--- config.mk ---
export PLATFORM = sky130hd
export DESIGN_NAME = alu
export DESIGN_NICKNAME = d
export VERILOG_FILES = /design/src/design/rv_pkg.sv /design/src/design/alu.sv
export SDC_FILE = /design/constraint.sdc
export NUM_CORES = 2
export LEC_CHECK = 0
export ABC_CLOCK_PERIOD_IN_PS = 16000
export BUFFER_PORTS_ARGS = -buffer_cell sky130_fd_sc_hd__buf_4
export CAP_MARGIN = 20
export CORE_MARGIN = 3
export CORE_UTILIZATION = 45
export DETAILED_ROUTE_END_ITERATION = 8
export GPL_TIMING_DRIVEN = 0
export SYNTH_ARGS = -nofsm -noshare
export SYNTH_HDL_FRONTEND = slang
export SYNTH_SLANG_ARGS = --single-unit
--- constraint.sdc ---
create_clock -name vclk -period 16
set_input_delay 3.2 -clock vclk [all_inputs]
set_output_delay 3.2 -clock vclk [all_outputs]
set_load 0.02 [all_outputs]
--- src/design/rv_pkg.sv ---
package rv_pkg;

  // Major opcodes with standard RV32 encodings
  typedef enum logic [6:0] {
    OP_LOAD   = 7'b0000011,
    OP_STORE  = 7'b0100011,
    OP_BRANCH = 7'b1100011,
    OP_IMM    = 7'b0010011,
    OP_REG    = 7'b0110011,
    OP_ATOMIC = 7'b0101111
  } opcode_e;

  // Coded as {instr[25], instr[30], funct3}
  typedef enum logic [4:0] {
    ALU_ADD  = 5'b00000,
    ALU_SLL  = 5'b00001,
    ALU_SLT  = 5'b00010,
    ALU_SLTU = 5'b00011,
    ALU_XOR  = 5'b00100,
    ALU_SRL  = 5'b00101,
    ALU_OR   = 5'b00110,
    ALU_AND  = 5'b00111,
    ALU_SUB  = 5'b01000,
    ALU_SRA  = 5'b01101,
    ALU_MUL  = 5'b10000
  } alu_op_e;

  typedef enum logic [2:0] {
    BR_EQ   = 3'b000,
    BR_NE   = 3'b001,
    BR_NONE = 3'b010,
    BR_LT   = 3'b100,
    BR_GE   = 3'b101,
    BR_LTU  = 3'b110,
    BR_GEU  = 3'b111
  } branch_e;

  typedef enum logic [2:0] {
    MEM_BYTE   = 3'b000,
    MEM_HALF   = 3'b001,
    MEM_WORD   = 3'b010,
    MEM_BYTE_U = 3'b100,
    MEM_HALF_U = 3'b101
  } mem_len_e;

  typedef enum logic [1:0] {
    ST_FETCH,
    ST_EXECUTE,
    ST_MEMORY
  } core_state_e;

  typedef struct packed {
    logic [4:0]  rs1;
    logic [4:0]  rs2;
    logic [4:0]  rd;
    logic [31:0] immediate;
    logic        alu_use_rs2;
    alu_op_e     alu_op;
    logic        reg_write;
    logic        mem_write;
    logic        mem_read;
    mem_len_e    mem_len;
    branch_e     branch_type;
  } decode_t;

  typedef struct packed {
    logic [4:0]  rd;
    logic [31:0] data;
  } writeback_t;

endpackage

--- src/design/alu.sv ---
`timescale 1ns/1ns

module alu (
  input  rv_pkg::alu_op_e op,
  input  logic [31:0]     a,
  input  logic [31:0]     b,
  output logic [31:0]     result
);

  logic [4:0]  shamt;
  logic [31:0] product;

  assign shamt   = b[4:0];
  // Only the low word is kept
  assign product = a * b;

  always_comb begin
    case (op)
      rv_pkg::ALU_ADD:  result = a + b;
      rv_pkg::ALU_SUB:  result = a - b;
      rv_pkg::ALU_SLL:  result = a << shamt;
      rv_pkg::ALU_SLT:  result = {31'b0, $signed(a) < $signed(b)};
      rv_pkg::ALU_SLTU: result = {31'b0, a < b};
      rv_pkg::ALU_XOR:  result = a ^ b;
      rv_pkg::ALU_SRL:  result = a >> shamt;
      rv_pkg::ALU_SRA:  result = $unsigned($signed(a) >>> shamt);
      rv_pkg::ALU_OR:   result = a | b;
      rv_pkg::ALU_AND:  result = a & b;
      rv_pkg::ALU_MUL:  result = product;
      default:          result = 32'b0;
    endcase
  end

endmodule

==> results_dict.tcl <==
set metrics [dict create \
    status "finished clean" \
    yosysWarnings 0 \
    finalCritPeriodShare_pct 99.20 \
    hold_class "in -> out" \
    layout-drive-gt1-share_pct 6.931 \
    fmax_ghz 0.06301 \
    crit_top_cell "fa_1" \
    ctsHoldBuffers 0 \
    core_area_um2 50580 \
    num_io_pins 101 \
    die_y_um 233.0 \
    maxCapViolations 0 \
    hold_viol 0 \
    fin_crit_ns 15.87 \
    grt-ovfl-total 0 \
    grt_pass1_wl_um 179700 \
    synth_cells 3012 \
    yosys.area.top_type_share_pct 35.39 \
    dp.cells 3800 \
    relSlewSlack_pct 14.26 \
    place_ws_ns -0.008396 \
    wirelength_um 127300 \
    maxSlewViolCount 0 \
    via_count 24868 \
    ant_nets 0 \
    synth_commonest_cells "nor2_1, inv_1, fa_1, nand2_1, ha_1" \
    antenna_found_initial 4 \
    fin_cells 3806 \
    syn_area_per_cell_um2 7.699 \
    syn_nets 3711 \
    required_ns 12.80 \
    synth.yosys.seq_area_share_pct 0 \
    dieArea_um2 54290 \
    fin_util_pct 49.69 \
    first_pass_iters 6 \
    design.seq.count 0 \
    worst_pin_slew_ns 1.286 \
    critPathCaptureType "output pin" \
    finalSetupViolations 0 \
    synthToLayoutAreaGrowth_pct 8.374 \
    critPathMaxFanout 10 \
    wl_per_cell_um 33.45 \
    cp_data_arrival_time_ns 12.67 \
    fillerInstances 5073 \
    worst_slack_ns 0.1288 \
    portBuffers 100 \
    rows 82 \
    dp_hpwl_um 105200 \
    synth_area_leaders "fa_1, ha_1, nor2_1" \
    max_stage_delay_ns 0.73 \
    grt_use_total_pct 46.88 \
    gp_congestion 1.136 \
    drt-vias-per-instance 6.534 \
    start_util_pct 45.85 \
    rsz0062_at_grt "false" \
    path_class "in -> out" \
    nClkBuffers 0 \
    regArea_um2 0 \
    nNetsFinal 3832 \
    critPathSlowestCell "a211oi_1" \
    drt-initial-drc-count 3703 \
    grt_pass1_vias 24511 \
    syn_area_um2 23190 \
    cp-start-kind "input port" \
    cts_setup_buffers 0 \
    synth_largest_area_cell "fa_1" \
    drc 0 \
    synth_most_common_cell "nor2_1" \
    yosysUniqueCellTypes 80 \
    die_x_um 233.0 \
    grt_max_degree 12 \
]
## layout make-up
| type | count | area, µm² | area share (%) |
|---|---|---|---|
| Buffer | 182 | 755.7 | 3.007 |
| Inverter | 474 | 1779 | 7.080 |
| Timing Repair Buffer | 120 | 1091 | 4.341 |
| Multi-Input combinational cell | 2355 | 20660 | 82.20 |
| Antenna cell | 3 | 7.507 | 0.02987 |
| Tap cell | 672 | 840.8 | 3.346 |
## cell families after synthesis
kind of cell / Yosys count / share of synthesized area [%]
simple gates: 941 / 16.77
buf+inv: 657 / 10.92
fa+ha+maj: 630 / 47.26
compound gates: 581 / 16.39
xor+xnor: 106 / 4.003
mux: 97 / 4.646
## stage by stage
step	hold WS, ns	cell area [µm²]	setup TNS [ns]
CTS	7.079	25070	0
global placement	7.066	24780	-0.01605
finish	7.113	25130	0
detailed placement	7.078	25060	-0.008396
floorplan	6.679	23190	0
global route	7.092	25120	0
## worst max-delay path, delay by kind of cell
kind                       cells  cell delay, ns
and+or+nand+nor                2            0.24
adders and majority gates      9            4.51
AOI/OAI and AO/OA              7            1.99
buffers and inverters         11            2.71
## layout by cell type (no fill, tap or decap), drive strengths merged, types with 19 or more instances in the layout
cell type	n
fa	410
ha	220
o21ai	167
a211oi	19
xor2	24
nor3	31
nand2	332
nand3	26
o211ai	24
a221oi	19
clkbuf	116
nand2b	29
inv	462
xnor2	82
a21o	31
nor2	453
mux2i	84
a21oi	152
buf	186
## what timing repair did
item                       in CTS  in global routing
gates resized for setup         1                  5
setup endpoints to repair       1                  3
gates cloned                    0                  0
## layer usage
| layer | GRT usage (%) | part of all wire, % | up-vias |
|---|---|---|---|
| met5 | 0 | 0.014 | - |
| met2 | 65.51 | 39 | 2108 |
| met1 | 62.01 | 38 | 12295 |
| met3 | 16.80 | 15 | 504 |
| li1 | - | - | 9957 |
| met4 | 27.62 | 8.2 | 4 |
## path summary, 6_finish.rpt
check | start | slack, ns | endpoint | depth (start not counted)
max | b[2] | 0.13 | result[30] | 29
min | op[4] | 7.11 | result[0] | 6
