--- config.mk ---
export PLATFORM = sky130hd
export DESIGN_NAME = decoder
export DESIGN_NICKNAME = d
export VERILOG_FILES = /design/src/design/rv_pkg.sv /design/src/design/decoder.sv
export SDC_FILE = /design/constraint.sdc
export NUM_CORES = 1
export LEC_CHECK = 0
export BUFFER_PORTS_ARGS = -buffer_cell sky130_fd_sc_hd__buf_2
export CORE_MARGIN = 2
export CORE_UTILIZATION = 33
export DETAILED_ROUTE_END_ITERATION = 16
export GPL_ROUTABILITY_DRIVEN = 1
export PLACE_DENSITY = 0.9
export SYNTH_ARGS = -nofsm -noshare
export SYNTH_HDL_FRONTEND = slang
export SYNTH_SLANG_ARGS = --single-unit
--- constraint.sdc ---
create_clock -name vclk -period 4.1
set_input_delay 0 -clock vclk [all_inputs]
set_output_delay 0 -clock vclk [all_outputs]
set_load 0.02 [all_outputs]
--- src/design/rv_pkg.sv ---
package rv_pkg;

  // Major opcodes with standard RV32 encodings
  typedef enum logic [6:0] {
    OP_LOAD   = 7'b0000011,
    OP_STORE  = 7'b0100011,
    OP_BRANCH = 7'b1100011,
    OP_IMM    = 7'b0010011,
    OP_REG    = 7'b0110011,
    OP_ATOMIC = 7'b0101111
  } opcode_e;

  // Coded as {instr[25], instr[30], funct3}
  typedef enum logic [4:0] {
    ALU_ADD  = 5'b00000,
    ALU_SLL  = 5'b00001,
    ALU_SLT  = 5'b00010,
    ALU_SLTU = 5'b00011,
    ALU_XOR  = 5'b00100,
    ALU_SRL  = 5'b00101,
    ALU_OR   = 5'b00110,
    ALU_AND  = 5'b00111,
    ALU_SUB  = 5'b01000,
    ALU_SRA  = 5'b01101,
    ALU_MUL  = 5'b10000
  } alu_op_e;

  typedef enum logic [2:0] {
    BR_EQ   = 3'b000,
    BR_NE   = 3'b001,
    BR_NONE = 3'b010,
    BR_LT   = 3'b100,
    BR_GE   = 3'b101,
    BR_LTU  = 3'b110,
    BR_GEU  = 3'b111
  } branch_e;

  typedef enum logic [2:0] {
    MEM_BYTE   = 3'b000,
    MEM_HALF   = 3'b001,
    MEM_WORD   = 3'b010,
    MEM_BYTE_U = 3'b100,
    MEM_HALF_U = 3'b101
  } mem_len_e;

  typedef enum logic [1:0] {
    ST_FETCH,
    ST_EXECUTE,
    ST_MEMORY
  } core_state_e;

  typedef struct packed {
    logic [4:0]  rs1;
    logic [4:0]  rs2;
    logic [4:0]  rd;
    logic [31:0] immediate;
    logic        alu_use_rs2;
    alu_op_e     alu_op;
    logic        reg_write;
    logic        mem_write;
    logic        mem_read;
    mem_len_e    mem_len;
    branch_e     branch_type;
  } decode_t;

  typedef struct packed {
    logic [4:0]  rd;
    logic [31:0] data;
  } writeback_t;

endpackage

--- src/design/decoder.sv ---
`timescale 1ns/1ns

module decoder (
  input  logic [31:0]     instruction,
  output rv_pkg::decode_t dec
);

  rv_pkg::opcode_e opcode;
  logic [2:0]      funct3;
  logic            is_mem;
  logic            is_shift_imm;

  assign opcode = rv_pkg::opcode_e'(instruction[6:0]);
  assign funct3 = instruction[14:12];

  assign is_mem = (opcode == rv_pkg::OP_LOAD) || (opcode == rv_pkg::OP_STORE) ||
                  (opcode == rv_pkg::OP_ATOMIC);
  assign is_shift_imm = (opcode == rv_pkg::OP_IMM) &&
                        ((funct3 == 3'b001) || (funct3 == 3'b101));

  always_comb begin
    dec.rs1 = instruction[19:15];
    dec.rs2 = instruction[24:20];
    dec.rd  = instruction[11:7];

    // Immediate format by instruction class
    if (is_shift_imm) begin
      dec.immediate = {27'b0, instruction[24:20]};
    end else if (opcode == rv_pkg::OP_STORE) begin
      dec.immediate = {{20{instruction[31]}}, instruction[31:25], instruction[11:7]};
    end else if (opcode == rv_pkg::OP_BRANCH) begin
      dec.immediate = {{20{instruction[31]}}, instruction[7], instruction[30:25],
                       instruction[11:8], 1'b0};
    end else if (opcode == rv_pkg::OP_ATOMIC) begin
      dec.immediate = 32'b0;
    end else begin
      dec.immediate = {{20{instruction[31]}}, instruction[31:20]};
    end

    // Address arithmetic for memory classes
    if (is_mem) begin
      dec.alu_op = rv_pkg::ALU_ADD;
    end else if (opcode == rv_pkg::OP_IMM && !is_shift_imm) begin
      dec.alu_op = rv_pkg::alu_op_e'({2'b00, funct3});
    end else begin
      dec.alu_op = rv_pkg::alu_op_e'({instruction[25], instruction[30], funct3});
    end

    dec.alu_use_rs2 = (opcode == rv_pkg::OP_REG);
    dec.reg_write   = (opcode == rv_pkg::OP_LOAD) || (opcode == rv_pkg::OP_REG) ||
                      (opcode == rv_pkg::OP_IMM) || (opcode == rv_pkg::OP_ATOMIC);
    dec.mem_read    = (opcode == rv_pkg::OP_LOAD) || (opcode == rv_pkg::OP_ATOMIC);
    dec.mem_write   = (opcode == rv_pkg::OP_STORE) || (opcode == rv_pkg::OP_ATOMIC);
    dec.mem_len     = rv_pkg::mem_len_e'(funct3);

    if (opcode == rv_pkg::OP_BRANCH) begin
      dec.branch_type = rv_pkg::branch_e'(funct3);
    end else begin
      dec.branch_type = rv_pkg::BR_NONE;
    end
  end

endmodule

==> flow_metrics.env <==
export IMPL_syn_inst=83
export IMPL_drt_iter0_drc=6
export IMPL_drt_wl_total_um=1600
export IMPL_detail_route_wl_per_cell_um=10.5
export IMPL_syn_num_nets=115
export IMPL_drt_pass1_iterations=3
export IMPL_antennaDiodeCount=0
export IMPL_holdCritPathClass="in -> out"
export IMPL_drc=0
export IMPL_n_sequential_cell=0
export IMPL_setup_tns_ns=0
export IMPL_yosys_area_top_type_share_pct=44.8
export IMPL_core_mm2=0.00175
export IMPL_cts_setup_buffers=0
export IMPL_n_fill_cell=208
export IMPL_nClkBuffers=0
export IMPL_status="finished clean"
export IMPL_grt_pass1_wl_um=2070
export IMPL_place_hpwl_um=1410
export IMPL_setup_violations=0
export IMPL_tightestPinTransition_ns=0.807
export IMPL_synth_area_um2=619
export IMPL_crit_required_ns=4.10
export IMPL_path_max_fanout=20
export IMPL_fin_crit_ns=1.77
export IMPL_start_kind="input pin"
export IMPL_worst_slack_ns=2.33
export IMPL_via_count=697
export IMPL_ant_nets=0
export IMPL_synth_most_common_cell="buf_4"
export IMPL_yosysSeqAreaShare_pct=0
export IMPL_die_area_mm2=0.00224
export IMPL_max_cap_violations=0
export IMPL_track_usage_pct=12.4
export IMPL_yosys_area_top_type="buf_4"
export IMPL_ys_warn_count=0
export IMPL_total_power_mw=0.0988
export IMPL_area_growth_pct=25.5
export IMPL_num_rows=15
export IMPL_regArea_um2=0
export IMPL_antenna_found_initial=0
export IMPL_via_per_inst=4.56
export IMPL_maxSlewViolCount=0
export IMPL_start_util_pct=35.5
export IMPL_hold_viol_final=0
export IMPL_pin_count=94
export IMPL_synth_common_cells="37 x buf_4, 9 x nor2b_1, 5 x a22o_1"
export IMPL_post_place_ws_ns=2.29
export IMPL_die_y_um=47.3
export IMPL_slew_headroom_pct=46.1
export IMPL_avgSynthCellArea_um2=7.46
export IMPL_hold_buffers=0
export IMPL_ys_types=26
export IMPL_globalplace_congestion=0.688
export IMPL_power_leakage_nw=0.467
export IMPL_postCtsResizedCells=0
export IMPL_crit_type="in -> out"
export IMPL_io_buffers=84
export IMPL_end_kind="output port"
export IMPL_ir_drop_mv=0.0571
export IMPL_grt_ovfl_total=0
export IMPL_clock_fmax_mhz=564
export IMPL_finalNetCount=162
export IMPL_post_route_period_util_pct=43.3
export IMPL_grt_pass1_vias=496
export IMPL_powerDensity_mw_per_mm2=127
export IMPL_grt_max_degree=21
export IMPL_rsz0062_at_grt="false"
export IMPL_die_x_um=47.3
export IMPL_arrival_ns=1.77
export IMPL_synthTopCellsByArea="buf_4 45%, nor2b_1 9.1%, a22o_1 7.1%"
export IMPL_layout_drive_gt1_share_pct=72.7
per-layer routing:
layer / part of all wire [%] / GRT usage [%] / vias up / routed length [µm]
met5: 0 / 0 / - / 0
met4: 0 / 0 / 0 / 0
li1: - / - / 338 / -
met3: 14 / 0.385 / 0 / 227
met1: 36 / 14.4 / 297 / 580
met2: 50 / 25.7 / 62 / 794
worst paths after layout:
kind	to	cells past startpoint	from
max	dec[42]	6	instruction[2]
min	dec[57]	0	instruction[15]
per-stage QoR:
step,cell area (µm²),hold WS (ns),instances,utilization [%]
after global placement,777,0.000149,153,44.5
after floorplan,619,0.0873,83,-
after CTS,777,0.000149,153,44.5
after global routing,777,0.0000308,153,44.5
final,777,0.00000885,153,44.5
after detailed placement,777,0.000149,153,44.5
logic make-up after synthesis:
family | share of synthesized area (%)
mux | 1.82
buf+inv | 48.7
simple gates | 32.5
compound gates | 17.0
cells in the final DEF (no fill, tap or decap):
master     instances
mux2_2             1
a21oi_2            1
nand4bb_1          2
nor2b_1            9
nor3_1             1
or3b_1             1
nor3b_1            1
o22ai_1            1
inv_1              2
and2_1             3
nand2b_1           1
nor2_1             3
a21oi_1            3
nand3_1            1
nor3b_4            1
and2b_1            1
buf_2             84
o32ai_2            1
nand4_1            1
a22o_1             5
a311oi_2           1
nor2_2             1
or2_2              1
and3_2             2
final cells by class:
type                       instances  area [µm²]  share of cell area [%]
inverter                           2        7.51                   0.966
multi-input combinational         42         318                    40.9
tap                               25        31.3                    4.03
timing repair buffer              84         420                    54.1
power by group:
group | switching [mW] | internal (mW)
combinational | 0.0618 | 0.0369
sequential | 0 | 0
clock | 0 | 0
total | 0.0618 | 0.0369
worst max-delay path: stages:
cell and delay, ns:
buf_2 0.08, nand4bb_1 0.32, o22ai_1 0.15, and2b_1 0.26, nor2b_1 0.67, buf_2 0.30
(Power assumes the default switching activity.)
