<file path="src/design/rv_pkg.sv">
package rv_pkg;

  // Major opcodes with standard RV32 encodings
  typedef enum logic [6:0] {
    OP_LOAD   = 7'b0000011,
    OP_STORE  = 7'b0100011,
    OP_BRANCH = 7'b1100011,
    OP_IMM    = 7'b0010011,
    OP_REG    = 7'b0110011,
    OP_ATOMIC = 7'b0101111
  } opcode_e;

  // Coded as {instr[25], instr[30], funct3}
  typedef enum logic [4:0] {
    ALU_ADD  = 5'b00000,
    ALU_SLL  = 5'b00001,
    ALU_SLT  = 5'b00010,
    ALU_SLTU = 5'b00011,
    ALU_XOR  = 5'b00100,
    ALU_SRL  = 5'b00101,
    ALU_OR   = 5'b00110,
    ALU_AND  = 5'b00111,
    ALU_SUB  = 5'b01000,
    ALU_SRA  = 5'b01101,
    ALU_MUL  = 5'b10000
  } alu_op_e;

  typedef enum logic [2:0] {
    BR_EQ   = 3'b000,
    BR_NE   = 3'b001,
    BR_NONE = 3'b010,
    BR_LT   = 3'b100,
    BR_GE   = 3'b101,
    BR_LTU  = 3'b110,
    BR_GEU  = 3'b111
  } branch_e;

  typedef enum logic [2:0] {
    MEM_BYTE   = 3'b000,
    MEM_HALF   = 3'b001,
    MEM_WORD   = 3'b010,
    MEM_BYTE_U = 3'b100,
    MEM_HALF_U = 3'b101
  } mem_len_e;

  typedef enum logic [1:0] {
    ST_FETCH,
    ST_EXECUTE,
    ST_MEMORY
  } core_state_e;

  typedef struct packed {
    logic [4:0]  rs1;
    logic [4:0]  rs2;
    logic [4:0]  rd;
    logic [31:0] immediate;
    logic        alu_use_rs2;
    alu_op_e     alu_op;
    logic        reg_write;
    logic        mem_write;
    logic        mem_read;
    mem_len_e    mem_len;
    branch_e     branch_type;
  } decode_t;

  typedef struct packed {
    logic [4:0]  rd;
    logic [31:0] data;
  } writeback_t;

endpackage

</file>
<file path="src/design/reg_file.sv">
`timescale 1ns/1ns

module reg_file (
  input  logic               clk,
  input  logic               reset,
  input  logic [4:0]         rs1,
  input  logic [4:0]         rs2,
  output logic [31:0]        rs1_value,
  output logic [31:0]        rs2_value,
  input  logic               wb_valid,
  input  rv_pkg::writeback_t wb
);

  logic [31:0] regs [32];

  always_ff @(posedge clk) begin
    if (reset) begin
      for (int i = 0; i < 32; i++) begin
        regs[i] <= 32'b0;
      end
    end else if (wb_valid) begin
      regs[wb.rd] <= wb.data;
    end
  end

  assign rs1_value = (rs1 == 5'd0) ? 32'b0 : regs[rs1];
  assign rs2_value = (rs2 == 5'd0) ? 32'b0 : regs[rs2];

endmodule

</file>
<file path="config.mk">
export PLATFORM = sky130hd
export DESIGN_NAME = reg_file
export DESIGN_NICKNAME = d
export VERILOG_FILES = /design/src/design/rv_pkg.sv /design/src/design/reg_file.sv
export SDC_FILE = /design/constraint.sdc
export NUM_CORES = 2
export LEC_CHECK = 0
export BUFFER_PORTS_ARGS = -buffer_cell sky130_fd_sc_hd__buf_2
export CAP_MARGIN = 40
export CORE_ASPECT_RATIO = 0.7
export CORE_MARGIN = 2
export CORE_UTILIZATION = 55
export CTS_CLUSTER_DIAMETER = 150
export DETAILED_ROUTE_END_ITERATION = 8
export PLACE_DENSITY = 0.69
export SETUP_SLACK_MARGIN = 0.02
export SYNTH_ARGS = -nofsm -noshare
export SYNTH_HDL_FRONTEND = slang
export SYNTH_SLANG_ARGS = --single-unit
</file>
<file path="constraint.sdc">
create_clock -name clk -period 2.7 [get_ports clk]
set_input_delay 0.405 -clock clk [delete_from_list [all_inputs] [get_ports clk]]
set_output_delay 0.405 -clock clk [all_outputs]
set_load 0.005 [all_outputs]
</file>
==> impl_metrics.yaml <==
power:
  p_int_mw: 28.6
  netSwitchingPower_mw: 9.64
  totalPowerFinal_mw: 38.3
  leakagePower_nw: 22.7
  seqPwrFrac_pct: 49.3
  pwr_density_cell_nw_per_um2: 593
  sw_frac_of_total_pct: 25.2
  combPwrFrac_pct: 14.6
  ir_drop_mv: 0.582
  p_clk_share_pct: 36.1
placed_design:
  placed_cells: 5001
  gp_congestion: 0.939
  io_buffers: 113
  dp_hpwl_um: 116000
critical_path:
  startpoint: "regs[24][14]$_SDFFCE_PN0P_"
  path_cells: "mux4_2, mux4_2, o22ai_2, buf_6, nor3_4, buf_2"
  crit_path_end: "rs1_value[14]"
  critPathArrivalTime_ns: 2.65
  path_depth: 6
  critPathCaptureType: "output port"
  crit_type: "flop to output port"
  start_kind: "flop"
  cpPeakStageDelay_ns: 0.54
  cp_top_family: "multiplexers"
  crit_buf_inv: 2
  worst_path_max_delay_cell: "mux4_2"
  required_ns: 2.30
  critPathMostFrequentCell: "mux4_2"
  path_max_fanout: 2
grt:
  grt_max_degree: 45
  grt_pass1_wl_um: 259000
  grt_pass1_vias: 37500
  antenna_found_initial: 9
  grt_overflow_total: 0
  grt_usage_pct: 35.6
worst_hold_path:
  hold_class: "input port to flop"
  hold_depth: 2
timing:
  final.setup.tns_ns: -13.94
  worst_slack_ns: -0.355
  holdWs_ns: 0.320
  slew_headroom_pct: 53.7
  rsz0062_at_grt: "yes"
  fmax_mhz: 327
  finalCritPeriodShare_pct: 113
  hold_violations: 0
  min_period_ns: 3.05
  slew_violations: 0
  worst_slew_pin_slew_ns: 0.694
  setup_violations: 63
floorplan:
  die_w_um: 380
  die_area_um2: 102000
  die_h_um: 267
  core_area_um2: 98000
  row_count: 96
  start_util_pct: 55.5
  io_pins: 114
route:
  routed_wl_um: 181000
  drc: 0
  antenna_left: 0
  drt_iter0_markers: 5297
  vias_per_cell: 7.02
  wire_per_inst_um: 34.8
  vias: 36500
  firstDrtPassIters: 5
layout:
  syn2layout_area_growth_pct: 18.7
  fillers: 6643
  num-nets-final: 3851
  post-route-util_pct: 65.9
  largest_register: "regs"
  largest_reg_flops: 1024
  drive_above_1_share_pct: 36.5
  fin_cells: 5205
  reg_top3: "regs x1024"
clocking:
  cts_made_buffers: 97
  cts.clk_slew.worst_paths_ns: 0.07
  htree_levels: 3
  cts_tree: "yes"
  root_buffer: "clkbuf_16"
  clock_sinks: 1024
  cts_buffer_depth: 3
synth:
  synth_cell_types: 44
  yosysWarnings: 0
  yosysSeqAreaShare_pct: 56.5
  synth_seq_cells: 1024
  syn_area_per_cell_um2: 15.3
  syn_nets: 3605
  syn-cell-area_um2: 54400
  syn_inst: 3555
flow_run:
  max-cap-violations: 0
run_status:
  status: "finished, violations left"
  violations: "negative setup slack"
cells in the final DEF, fill, tap and decap left out, drive strengths merged, types with 5 or more instances in the layout:
master	n
and2	1027
edfxtp	1024
buf	532
mux4	464
mux2i	161
clkbuf	129
o22ai	103
a2111oi	61
nor3	54
a22o	51
nor2	39
clkinv	35
or2	34
mux2	34
a22oi	18
nor2b	17
nand2	11
a21oi	10
bufinv	8
diode	6
nand2b	6
clkinvlp	6
a211oi	6
nand3b	5
o221ai	5
nand3	5
nor4	5
worst min path at each step:
stage / startpoint / end / slack [ns]
3_3_place_gp: wb[19] / regs[26][19]$_SDFFCE_PN0P_ / 1.01
2_1_floorplan: wb[31] / regs[0][31]$_SDFFCE_PN0P_ / 0.60
4_1_cts: wb[19] / regs[18][19]$_SDFFCE_PN0P_ / 0.28
6_report: wb[19] / regs[18][19]$_SDFFCE_PN0P_ / 0.32
5_1_grt: wb[19] / regs[18][19]$_SDFFCE_PN0P_ / 0.32
3_5_place_dp: wb[19] / regs[28][19]$_SDFFCE_PN0P_ / 1.03
what timing repair did:
action | CTS | global route
buffers inserted | 35 | 15
endpoints found under the setup margin | 64 | 64
cloned | 0 | 5
pin swaps | 129 | 20
hold buffers | 0 | 0
gates resized for setup | 315 | 46
hold endpoints to repair | 0 | 0
cells by family after synthesis:
family / after synthesis / synth area share [%]
simple gates: 1213 / 13.7
flops: 1024 / 56.5
mux: 659 / 22.9
buf+inv: 393 / 3.32
compound gates: 266 / 3.69
routing by layer:
| layer | wire length (um) | track usage, % | vias up |
|---|---|---|---|
| met5 | 42 | 0 | - |
| met4 | 8930 | 16.2 | 6 |
| met3 | 24300 | 9.11 | 555 |
| met2 | 81800 | 53.9 | 2927 |
| met1 | 66300 | 49.1 | 18700 |
| li1 | - | - | 14300 |
power groups by stage:
stage          Clock (mW)  Combinational [mW]  Sequential [mW]
4_1_cts              13.9                5.38             18.8
6_report             13.8                5.60             18.9
2_1_floorplan           0                2.79             18.9
5_1_grt              14.5                5.76             18.9
3_3_place_gp            0                4.77             19.0
3_5_place_dp            0                4.86             19.1
through the flow:
stage / instance area [um^2] / setup slack [ns]
detailed placement: 59100 / -0.733
global route: 64600 / -0.401
CTS: 64000 / -0.376
finish: 64600 / -0.355
floorplan: 54400 / 0.256
global placement: 59000 / -0.954
cell usage after synthesis:
library cell	count	area [um^2]
or3b_2	2	17.5
nor4b_2	1	15.0
buf_6	10	113
nand3_1	5	25.0
mux4_2	464	10500
a32o_1	4	40.0
nor2_1	39	146
a21oi_1	10	50.1
buf_8	3	45.0
a22oi_1	18	135
a311oi_1	1	8.76
nand4b_1	1	8.76
and4b_1	1	10.0
nand3b_1	5	37.5
mux2i_1	161	1610
a221oi_1	4	35.0
clkbuf_4	1	7.51
o22ai_1	103	644
o221ai_1	5	43.8
nor4_1	4	25.0
edfxtp_1	1024	30700
nor3_1	54	270
or2_2	34	213
nand4bb_1	1	11.3
nor3b_1	1	7.51
a22o_1	51	447
nor2b_1	17	106
buf_4	45	338
inv_1	3	11.3
buf_2	40	200
or3b_1	1	8.76
a31oi_1	2	12.5
nand2b_1	6	37.5
or3_1	2	12.5
mux2_2	34	383
clkbuf_1	272	1020
nand2_1	11	41.3
a2111oi_1	2	20.0
and2_1	1027	6420
a2111oi_0	59	517
nor4_2	1	12.5
buf_1	19	71.3
a211oi_1	6	45.0
a31o_2	1	8.76
cell type report:
cell class,instances,area (um^2),share of cell area [%]
timing repair buffer,537,5060,7.83
clock inverter,50,443,0.686
sequential,1024,30700,47.6
clock buffer,124,2660,4.11
inverter,3,11.3,0.0174
tap,1323,1660,2.56
antenna,6,15.0,0.0232
multi-input combinational,2138,24000,37.2
(Power assumes the default switching activity.)
