$ cat src/design/rv_pkg.sv
package rv_pkg;

  // Major opcodes with standard RV32 encodings
  typedef enum logic [6:0] {
    OP_LOAD   = 7'b0000011,
    OP_STORE  = 7'b0100011,
    OP_BRANCH = 7'b1100011,
    OP_IMM    = 7'b0010011,
    OP_REG    = 7'b0110011,
    OP_ATOMIC = 7'b0101111
  } opcode_e;

  // Coded as {instr[25], instr[30], funct3}
  typedef enum logic [4:0] {
    ALU_ADD  = 5'b00000,
    ALU_SLL  = 5'b00001,
    ALU_SLT  = 5'b00010,
    ALU_SLTU = 5'b00011,
    ALU_XOR  = 5'b00100,
    ALU_SRL  = 5'b00101,
    ALU_OR   = 5'b00110,
    ALU_AND  = 5'b00111,
    ALU_SUB  = 5'b01000,
    ALU_SRA  = 5'b01101,
    ALU_MUL  = 5'b10000
  } alu_op_e;

  typedef enum logic [2:0] {
    BR_EQ   = 3'b000,
    BR_NE   = 3'b001,
    BR_NONE = 3'b010,
    BR_LT   = 3'b100,
    BR_GE   = 3'b101,
    BR_LTU  = 3'b110,
    BR_GEU  = 3'b111
  } branch_e;

  typedef enum logic [2:0] {
    MEM_BYTE   = 3'b000,
    MEM_HALF   = 3'b001,
    MEM_WORD   = 3'b010,
    MEM_BYTE_U = 3'b100,
    MEM_HALF_U = 3'b101
  } mem_len_e;

  typedef enum logic [1:0] {
    ST_FETCH,
    ST_EXECUTE,
    ST_MEMORY
  } core_state_e;

  typedef struct packed {
    logic [4:0]  rs1;
    logic [4:0]  rs2;
    logic [4:0]  rd;
    logic [31:0] immediate;
    logic        alu_use_rs2;
    alu_op_e     alu_op;
    logic        reg_write;
    logic        mem_write;
    logic        mem_read;
    mem_len_e    mem_len;
    branch_e     branch_type;
  } decode_t;

  typedef struct packed {
    logic [4:0]  rd;
    logic [31:0] data;
  } writeback_t;

endpackage

$ cat src/design/fetch_control.sv
`timescale 1ns/1ns

module fetch_control #(
  parameter logic [31:0] RESET_PC = 32'h0
) (
  input  logic            clk,
  input  logic            reset,
  input  logic [31:0]     instr,
  input  rv_pkg::decode_t dec,
  input  logic [31:0]     rs1_value,
  input  logic [31:0]     rs2_value,
  output logic [31:0]     pc,
  output logic            fetch,
  output logic [31:0]     instruction,
  output logic            exec_cycle,
  output logic            mem_cycle
);

  rv_pkg::core_state_e state;
  logic                taken;
  logic [31:0]         next_pc;

  always_comb begin
    case (dec.branch_type)
      rv_pkg::BR_EQ:  taken = (rs1_value == rs2_value);
      rv_pkg::BR_NE:  taken = (rs1_value != rs2_value);
      rv_pkg::BR_LT:  taken = ($signed(rs1_value) < $signed(rs2_value));
      rv_pkg::BR_GE:  taken = ($signed(rs1_value) >= $signed(rs2_value));
      rv_pkg::BR_LTU: taken = (rs1_value < rs2_value);
      rv_pkg::BR_GEU: taken = (rs1_value >= rs2_value);
      default:        taken = 1'b0;
    endcase
  end

  // Non-branches see BR_NONE and fall through to pc + 4
  assign next_pc = taken ? pc + dec.immediate : pc + 32'd4;

  always_ff @(posedge clk) begin
    if (reset) begin
      state <= rv_pkg::ST_FETCH;
      pc    <= RESET_PC;
    end else begin
      case (state)
        rv_pkg::ST_FETCH: state <= rv_pkg::ST_EXECUTE;
        rv_pkg::ST_EXECUTE: begin
          if (dec.mem_read) begin
            state <= rv_pkg::ST_MEMORY;
          end else begin
            state <= rv_pkg::ST_FETCH;
            pc    <= next_pc;
          end
        end
        rv_pkg::ST_MEMORY: begin
          state <= rv_pkg::ST_FETCH;
          pc    <= next_pc;
        end
        default: state <= rv_pkg::ST_FETCH;
      endcase
    end
  end

  // Instruction word is valid at the end of the fetch cycle
  always_ff @(posedge clk) begin
    if (state == rv_pkg::ST_FETCH) begin
      instruction <= instr;
    end
  end

  assign fetch      = (state == rv_pkg::ST_FETCH);
  assign exec_cycle = (state == rv_pkg::ST_EXECUTE);
  assign mem_cycle  = (state == rv_pkg::ST_MEMORY);

endmodule

$ cat config.mk
export PLATFORM = sky130hd
export DESIGN_NAME = fetch_control
export DESIGN_NICKNAME = d
export VERILOG_FILES = /design/src/design/rv_pkg.sv /design/src/design/fetch_control.sv
export SDC_FILE = /design/constraint.sdc
export NUM_CORES = 1
export LEC_CHECK = 0
export BUFFER_PORTS_ARGS = -buffer_cell sky130_fd_sc_hd__buf_2
export CAP_MARGIN = 40
export CORE_MARGIN = 1
export CORE_UTILIZATION = 40
export CTS_BUF_LIST = sky130_fd_sc_hd__clkbuf_16
export DETAILED_ROUTE_END_ITERATION = 6
export PLACE_DENSITY_LB_ADDON = 0.1
export SYNTH_ARGS = -nofsm -noshare
export SYNTH_HDL_FRONTEND = slang
export SYNTH_SLANG_ARGS = --single-unit
$ cat constraint.sdc
create_clock -name clk -period 4.6 [get_ports clk]
set_clock_uncertainty 0.2 [all_clocks]
set_input_delay 0.23 -clock clk [delete_from_list [all_inputs] [get_ports clk]]
set_output_delay 0.23 -clock clk [all_outputs]
set_load 0.02 [all_outputs]
==> results of run 1 <==
-- tightest hold or removal path: stages --
cell and delay, ps:
buf_2 100, xnor2_1 100, o211ai_1 170
-- metal layers --
metal | up-vias | part of all wire, %
li1 | 2876 | -
met1 | 2589 | 44
met2 | 176 | 49
met3 | 18 | 5.5
met4 | 0 | 1.1
met5 | - | 0
-- registers in the layout (all words and copies together), names as in the netlist --
signal / flops
state: 2
instruction: 32
pc: 32
-- cells by family after synthesis --
kind of cell | share of synthesized area, %
AO/OA/AOI/OAI | 23.8
XOR/XNOR | 3.88
adder cells (fa/ha/maj) | 15.1
buffers and inverters | 5.13
flip-flops | 30.3
multiplexers | 1.59
AND/OR/NAND/NOR | 20.2
-- through the flow --
step	utilization (%)	instances	hold slack [ps]	total power, mW	worst slack, ps
floorplan	-	647	129	1.11	1330
global placement	49.8	1009	208	1.28	958
detailed placement	49.9	1010	209	1.30	840
CTS	54.8	1059	101	2.06	815
global route	54.8	1059	108	2.16	579
finish	54.8	1059	97.8	2.04	766
-- what timing repair did --
action | in CTS | in global routing
endpoints found under the hold margin | 33 | 0
resized for setup | 0 | 0
hold buffers | 33 | 0
-- cell usage in the layout, fill, tap and decap left out, types with 9 or more instances in the layout --
cell type	instances
clkbuf_16	9
a21o_1	18
o22ai_1	9
o21ai_0	36
ha_1	64
nand2_1	46
a211oi_1	9
nand3_1	28
buf_2	200
nor3_1	17
xnor2_1	17
inv_1	46
dlygate4sd3_1	33
edfxtp_1	32
nor2_1	46
a21oi_1	72
and3_1	11
dfxtp_1	34
nand4_1	16
-- report_power, final --
| part | internal (mW) | switching (mW) | leakage (nW) |
|---|---|---|---|
| Combinational | 0.258 | 0.342 | 2.67 |
| Clock | 0.473 | 0.261 | 0.149 |
| Sequential | 0.668 | 0.0411 | 0.597 |
-- path summary, 6_finish.rpt --
check | slack (ps) | endpoint
max | 770 | pc[30]
min | 100 | pc[31]
max reg2reg | 770 | pc[30]
min reg2reg | 290 | state[0]
-- layout make-up --
class	count	area (µm²)	share of cell area, %
clock inverter	7	95.1	1.31
tap	176	220	3.03
inverter	45	169	2.33
sequential	66	1640	22.6
clock buffer	9	225	3.10
multi-input combinational	514	3500	48.3
timing repair buffer	242	1410	19.4
==> results_dict.tcl, run 1 <==
set metrics [dict create \
    hold_path.class "in2reg" \
    fill_cells 1269 \
    final_cell_area_um2 7260 \
    synth.area.top_cells "edfxtp_1 18%, ha_1 15%, dfxtp_1 13%" \
    yosysMostFrequentCell "a21oi_1" \
    num_rows 42 \
    mappedNetlistArea_um2 5420 \
    maxSlewHeadroom_pct 48.6 \
    path_clk_slew_ps 60 \
    max_freq_mhz 261 \
    outcome "completed" \
    synth-edff-count 32 \
    hp-start "dec[46]" \
    required_ps 4650 \
    drt-total-wl_um 16000 \
    via_count 5659 \
    grt_setup_unrepaired "false" \
    grt_pass1_vias 5388 \
    firstDrtPassIters 5 \
    io_buffers 200 \
    grt_overflow 0 \
    peakVddDrop_uv 201 \
    nNetsFinal 1103 \
    cp-startpoint "pc[0]" \
    grt_pass1_wl_um 25900 \
    viasPerCell 5.34 \
    die-area_um2 14000 \
    critPathSlowestCell "fa_1" \
    ys_warn_count 0 \
    place_hpwl_um 12100 \
    synth_cell_types 68 \
    cp.arrival_ps 3890 \
    area_growth_pct 34.0 \
    cts-root-buf "clkbuf_16" \
    drtIter0Drc 325 \
    crit_path_end_kind "flip-flop" \
    holdPathStages 3 \
    synth_area_leader_cell "edfxtp_1" \
    synthCells 647 \
    rr_startpoint "pc[0]" \
    grt_busiest_layer "met2" \
    core_area_um2 13200 \
    cp_common_cell "a21oi_1" \
    max_slew.worst_pin.slew_ps 772 \
    gr-usage-met1_pct 27.4 \
    place.gp.congestion 0.901 \
    grtUsageTotal_pct 22.7 \
    leakagePower_nw 3.41 \
    drv_slew 0 \
    worstPathMaxFanout 5 \
    syn_avg_cell_area_um2 8.38 \
    use_met2_pct 41.9 \
    cts_tree "yes" \
    fin_crit_sh_pct 83.3 \
    ys.flop_type "dfxtp_1" \
    path_buf_inv 1 \
    grt_antenna_before_repair 0 \
    cts_buffers 9 \
    cpPeakStageDelay_ps 400 \
    setup_tns_ps 0 \
    die_h_um 118 \
    clockBufferDepth 2 \
    drive_gt1_share_pct 27.5 \
    ios 227 \
    ff2ff_path_depth 13 \
    cts_max_level 3 \
    period_needed_ps 3830 \
    powerDensity_nw_per_um2 281 \
    setup_viol_count_final 0 \
    crit_family "compound AO/OA/AOI/OAI gates" \
    drc 0 \
    ys_seq_elements 66 \
    place_area_um2 6610 \
    synthesis.nets 872 \
    hold_viol 0 \
    synth_top_area_share_pct 17.7 \
    clk_latency_ps 330 \
    cp-start-kind "flip-flop" \
    postRouteAntennaNets 0 \
    async_flop_share_pct 0 \
    met3_usage_pct 3.81 \
    cp.depth 13 \
    ys_seq_area_share_pct 30.3 \
    critPathKind "reg2reg" \
    cts_sinks 66 \
    path_cells "ha_1 > inv_1 > fa_1 > nand2b_1 > a21oi_1 > o21ai_0 > a21oi_2 > a31oi_1 > o211ai_1 > a21oi_1 > or3b_1 > a211o_1 > a21oi_1" \
    start_util_pct 40.9 \
    grt_max_degree 38 \
    cap_violations 0 \
    n_antenna_cell 0 \
    synth_commonest_cells "72 x a21oi_1, 64 x ha_1, 48 x nor2_1" \
    post_cts_buffers 0 \
    die_w_um 118 \
    wl_per_cell_um 15.1 \
]
Note: power is estimated with default switching activity, not from simulation.
==> run 2, diff against run 1 <==
==> constraint.sdc (replaced) <==
create_clock -name clk -period 3.3 [get_ports clk]
set_clock_uncertainty 0.2 [all_clocks]
set_input_delay 0.165 -clock clk [delete_from_list [all_inputs] [get_ports clk]]
set_output_delay 0.165 -clock clk [all_outputs]
set_load 0.02 [all_outputs]
==> run 2 against run 1 <==
- combinational power rose by 58%
- critical path type unchanged
- global-route usage is 1.8 points higher
- via count increased by 5.3%
- utilization is 3.8 points higher
- non-clock buffer count grew 52
- clock power up 50%
- cell area increased by 6.9%
- critical endpoint unchanged
==> results_dict.tcl, run 2 (synthesis results as in run 1) <==
set metrics [dict create \
    fin_crit_sh_pct 95.2 \
    multi_input_area_um2 3590 \
    firstDrtPassIters 5 \
    fill_cells 1230 \
    cap_violations 0 \
    via_count 5959 \
    powerDensity_nw_per_um2 389 \
    grt_pass1_vias 5961 \
    setup_tns_ps 0 \
    ff_latch_area_um2 1640 \
    final_cell_mix "200 x buf_2, 70 x a21oi_1, 62 x ha_1, 60 x buf_4" \
    cts_sinks 66 \
    required_ps 3350 \
    cpPeakStageDelay_ps 350 \
    drive_gt1_share_pct 32.8 \
    max_slew.worst_pin.slew_ps 813 \
    clockBufferDepth 2 \
    place.gp.congestion 0.858 \
    period_needed_ps 3140 \
    worstPathMaxFanout 4 \
    cts-root-buf "clkbuf_16" \
    intPower_mw 2.09 \
    grt_max_degree 38 \
    leakagePower_nw 3.71 \
    drv_slew 0 \
    fin_hold_ws_ps 28.9 \
    nNetsFinal 1155 \
    ios 227 \
    grtUsageTotal_pct 24.5 \
    path_cells "ha_2 > inv_1 > fa_2 > nand2b_4 > a21oi_4 > o21ai_4 > a21oi_4 > a31oi_4 > o211ai_1 > a21oi_1 > or3b_1 > a211o_1 > a21oi_1" \
    drtIter0Drc 287 \
    place_hpwl_um 12800 \
    die_h_um 118 \
    max_freq_mhz 318 \
    p_clk_share_pct 36.6 \
    top_regs "instruction x32, pc x32, state x2" \
    start_util_pct 40.9 \
    grt_antenna_before_repair 1 \
    setup_viol_count_final 0 \
    drc 0 \
    cts_max_level 3 \
    io_buffers 200 \
    switching_share_pct 31.0 \
    path_buf_inv 1 \
    clk_latency_ps 340 \
    post-route-util_pct 58.6 \
    drt-total-wl_um 17200 \
    postRouteAntennaNets 0 \
    maxSlewHeadroom_pct 45.7 \
    final_common_cell "buf_2" \
    cp.arrival_ps 3190 \
    p_seq_share_pct 32.1 \
    die_w_um 118 \
    p_switching_mw 0.936 \
    area_growth_pct 43.3 \
    crit_path_end_kind "flip-flop" \
    die-area_um2 14000 \
    critPathSlowestCell "or3b_1" \
    wl_per_cell_um 15.5 \
    viasPerCell 5.36 \
    core_area_um2 13200 \
    cp-start-kind "flip-flop" \
    cts_buffers 9 \
    crit_family "compound AO/OA/AOI/OAI gates" \
    outcome "completed" \
    peakVddDrop_uv 223 \
    hold_viol 0 \
    grt_pass1_wl_um 27800 \
    critPathKind "reg2reg" \
    path_clk_slew_ps 50 \
    grt_overflow 0 \
    hold_path.class "in2reg" \
    cts_tree "yes" \
    num_rows 42 \
    pwr-share-comb_pct 31.4 \
    n_antenna_cell 0 \
]
[run 2: layout make-up]
| cell class | instances | share of cell area (%) |
|---|---|---|
| clock inverters | 7 | 1.53 |
| inverters | 45 | 2.18 |
| multi-input cells | 514 | 46.2 |
| clock buffers | 9 | 2.90 |
| repair buffers | 294 | 23.2 |
| well taps | 176 | 2.84 |
| flip-flops and latches | 66 | 21.1 |
[run 2: layer usage]
layer  vias up  share of wire [%]  GRT usage [%]  wire (µm)
met3        32                5.2           5.02        902
met2       184                 51           45.3       8810
li1       2983                  -              -          -
met5         -              0.076              0         13
met1      2758                 41           27.9       7080
met4         2                2.3           8.39        399
[run 2: path summary, 6_finish.rpt]
| kind | startpoint | end | slack, ps | cells past startpoint |
|---|---|---|---|---|
| worst min register to register | state[1] | state[0] | 280 | 1 |
| worst max register to register | pc[0] | pc[30] | 160 | 13 |
| worst max-delay path | pc[0] | pc[30] | 160 | 13 |
| worst min-delay path | dec[15] | pc[0] | 30 | 4 |
[run 2: worst reg2reg max path, stage by stage, from the launching register on]
cell,delay (ps)
dfxtp_1,330
ha_2,180
inv_1,50
fa_2,340
nand2b_4,160
a21oi_4,200
o21ai_4,100
a21oi_4,210
a31oi_4,140
o211ai_1,260
a21oi_1,120
or3b_1,350
a211o_1,290
a21oi_1,120
[run 2: repair_timing]
item	CTS	global route
pin swaps	2	10
gates resized for setup	4	14
hold buffers	33	0
hold endpoints to repair	33	0
setup buffers	2	2
setup endpoints to repair	1	5
[run 2: power by group through the flow]
stage                     Sequential [mW]  Clock, mW  Combinational (mW)
after floorplan                      1.07          0               0.475
after global placement              0.984          0               0.865
after detailed placement            0.985          0               0.887
after CTS                           0.968       1.13               0.928
after global routing                0.976       1.15                1.04
final                               0.969       1.10               0.949
[run 2: metrics by stage]
stage	total power [mW]	worst slack [ps]	cell area [µm²]	cells
2_1_floorplan	1.54	30.0	5420	647
3_3_place_gp	1.85	-33.2	6980	1058
3_5_place_dp	1.87	-157	6980	1058
4_1_cts	3.02	19.3	7680	1109
5_1_grt	3.17	-32.7	7760	1111
6_report	3.02	159	7760	1111
==> run 3, diff against run 2 <==
--- a/config.mk
+++ b/config.mk
@@ -11,7 +11,7 @@
 export CORE_UTILIZATION = 40
 export CTS_BUF_LIST = sky130_fd_sc_hd__clkbuf_16
 export DETAILED_ROUTE_END_ITERATION = 6
-export PLACE_DENSITY_LB_ADDON = 0.1
+export PLACE_DENSITY = 0.71
 export SYNTH_ARGS = -nofsm -noshare
 export SYNTH_HDL_FRONTEND = slang
 export SYNTH_SLANG_ARGS = --single-unit
==> run 3 against run 2 <==
- the run now ends with hold timing left
- utilization fell by 1.1 points
- first-iteration DRC count rose by 17%
- worst hold slack got worse by 33 ps
- die area did not move
- largest cell class unchanged
==> results_dict.tcl, run 3 (synthesis results as in run 1) <==
set metrics [dict create \
    fin_crit_sh_pct 95.8 \
    area_growth_pct 40.7 \
    cp.depth 13 \
    num_rows 42 \
    io_buffers 200 \
    critPathSlowestCell "fa_1" \
    postRouteAntennaNets 0 \
    place_hpwl_um 12000 \
    viasPerCell 5.26 \
    leakagePower_nw 3.63 \
    cap_violations 0 \
    maxSlewHeadroom_pct 48.0 \
    grt_max_degree 38 \
    worstPathMaxFanout 5 \
    grt_antenna_before_repair 0 \
    ff2ff_path_depth 13 \
    drv_slew 0 \
    cts-root-buf "clkbuf_16" \
    cts_max_level 3 \
    die_h_um 118 \
    max_freq_mhz 316 \
    via_count 5760 \
    cp-startpoint "pc[0]" \
    core_area_um2 13200 \
    rr_startpoint "pc[0]" \
    path_clk_slew_ps 60 \
    grt_overflow 0 \
    path_buf_inv 1 \
    critPathCapture "pc[30]" \
    failed_checks "hold timing" \
    cp.arrival_ps 3220 \
    cts_tree "yes" \
    multi_input_area_um2 3570 \
    wl_per_cell_um 14.5 \
    firstDrtPassIters 5 \
    grtUsageTotal_pct 22.9 \
    crit_family "compound AO/OA/AOI/OAI gates" \
    die_w_um 118 \
    cts_buffers 9 \
    place_area_um2 6910 \
    final_cell_area_um2 7620 \
    finalPower_mw 2.91 \
    outcome "complete, but fails checks" \
    place.gp.congestion 0.852 \
    grt_pass1_vias 5567 \
    drc 0 \
    period_needed_ps 3160 \
    grt_pass1_wl_um 26100 \
    ios 227 \
    hold_viol 1 \
    clk_latency_ps 340 \
    drtIter0Drc 335 \
    powerDensity_nw_per_um2 382 \
    required_ps 3360 \
    crit_path_end_kind "flip-flop" \
    cts_sinks 66 \
    max_slew.worst_pin.slew_ps 780 \
    r2r-end "pc[30]" \
    fill_cells 1228 \
    final_cell_mix "200 x buf_2, 70 x a21oi_1, 64 x ha_1, 46 x nor2_1, 46 x nand2_1" \
    clockBufferDepth 2 \
    final_common_cell "buf_2" \
    n_antenna_cell 0 \
    fin_hold_ws_ps -4.33 \
    die-area_um2 14000 \
    nNetsFinal 1139 \
    drive_gt1_share_pct 31.1 \
    path_cells "ha_1 > inv_1 > fa_1 > nand2b_4 > a21oi_4 > o21ai_2 > a21oi_4 > a31oi_4 > o211ai_1 > a21oi_1 > or3b_1 > a211o_1 > a21oi_1" \
    critPathKind "reg2reg" \
    peakVddDrop_uv 184 \
    reg2reg_slack_ps 140 \
    fin_ws_ps 139 \
    hold_path.class "in2reg" \
    post-route-util_pct 57.6 \
    drt-total-wl_um 15900 \
    cp-start-kind "flip-flop" \
    setup_viol_count_final 0 \
    start_util_pct 40.9 \
    top_regs "instruction x32, pc x32, state x2" \
    cpPeakStageDelay_ps 400 \
    ff_latch_area_um2 1640 \
    place_ws_ps -73.4 \
]
## run 3: cell count changes in the layout (fill, tap and decap cells not counted), moves of 2 or more
cell / delta
buf_4: -18
buf_12: +2
ha_1: +2
ha_2: -2
## run 3: tightest hold or removal path, cell delays in order
cell and delay (ps):
buf_2 90, xnor2_1 70, o211ai_1 160
## run 3: timing repair
| action | 4_1_cts | 5_1_grt |
|---|---|---|
| buffers inserted | 0 | 0 |
| pin swaps | 1 | 5 |
| endpoints found under the setup margin | 1 | 4 |
| gates resized for setup | 3 | 9 |
| hold buffers | 33 | 0 |
| endpoints found under the hold margin | 33 | 0 |
## run 3: worst min path at each step
stage                                 end  cells past startpoint       from
after floorplan            instruction[0]                      0   instr[0]
after detailed placement  instruction[19]                      1  instr[19]
after global placement    instruction[10]                      1  instr[10]
after global routing               pc[31]                      3    dec[46]
after CTS                          pc[31]                      3    dec[46]
final                              pc[31]                      3    dec[46]
## run 3: metrics by stage
step	instances	setup TNS [ps]
final	1095	0
after global routing	1095	-26.6
after CTS	1095	0
after detailed placement	1046	-73.4
after global placement	1046	0
after floorplan	647	0
## run 3: layout make-up
| type | count | share of cell area (%) |
|---|---|---|
| flip-flops and latches | 66 | 21.5 |
| repair buffers | 278 | 22.4 |
| clock buffers | 9 | 2.95 |
| inverters | 45 | 2.22 |
| clock inverters | 7 | 1.23 |
| multi-input cells | 514 | 46.8 |
| well taps | 176 | 2.89 |
## run 3: report_power, final
group / switching, mW / internal (mW)
Sequential: 0.0382 / 0.931
Clock: 0.363 / 0.659
Combinational: 0.512 / 0.408
Total: 0.913 / 2.00
## run 3: layer usage
metal	wire, µm	track usage, %	vias to the layer above
met3	734	3.91	19
met2	7730	41.1	154
met4	143	6.49	0
li1	-	-	2951
met1	7290	27.9	2636
met5	0	0	-
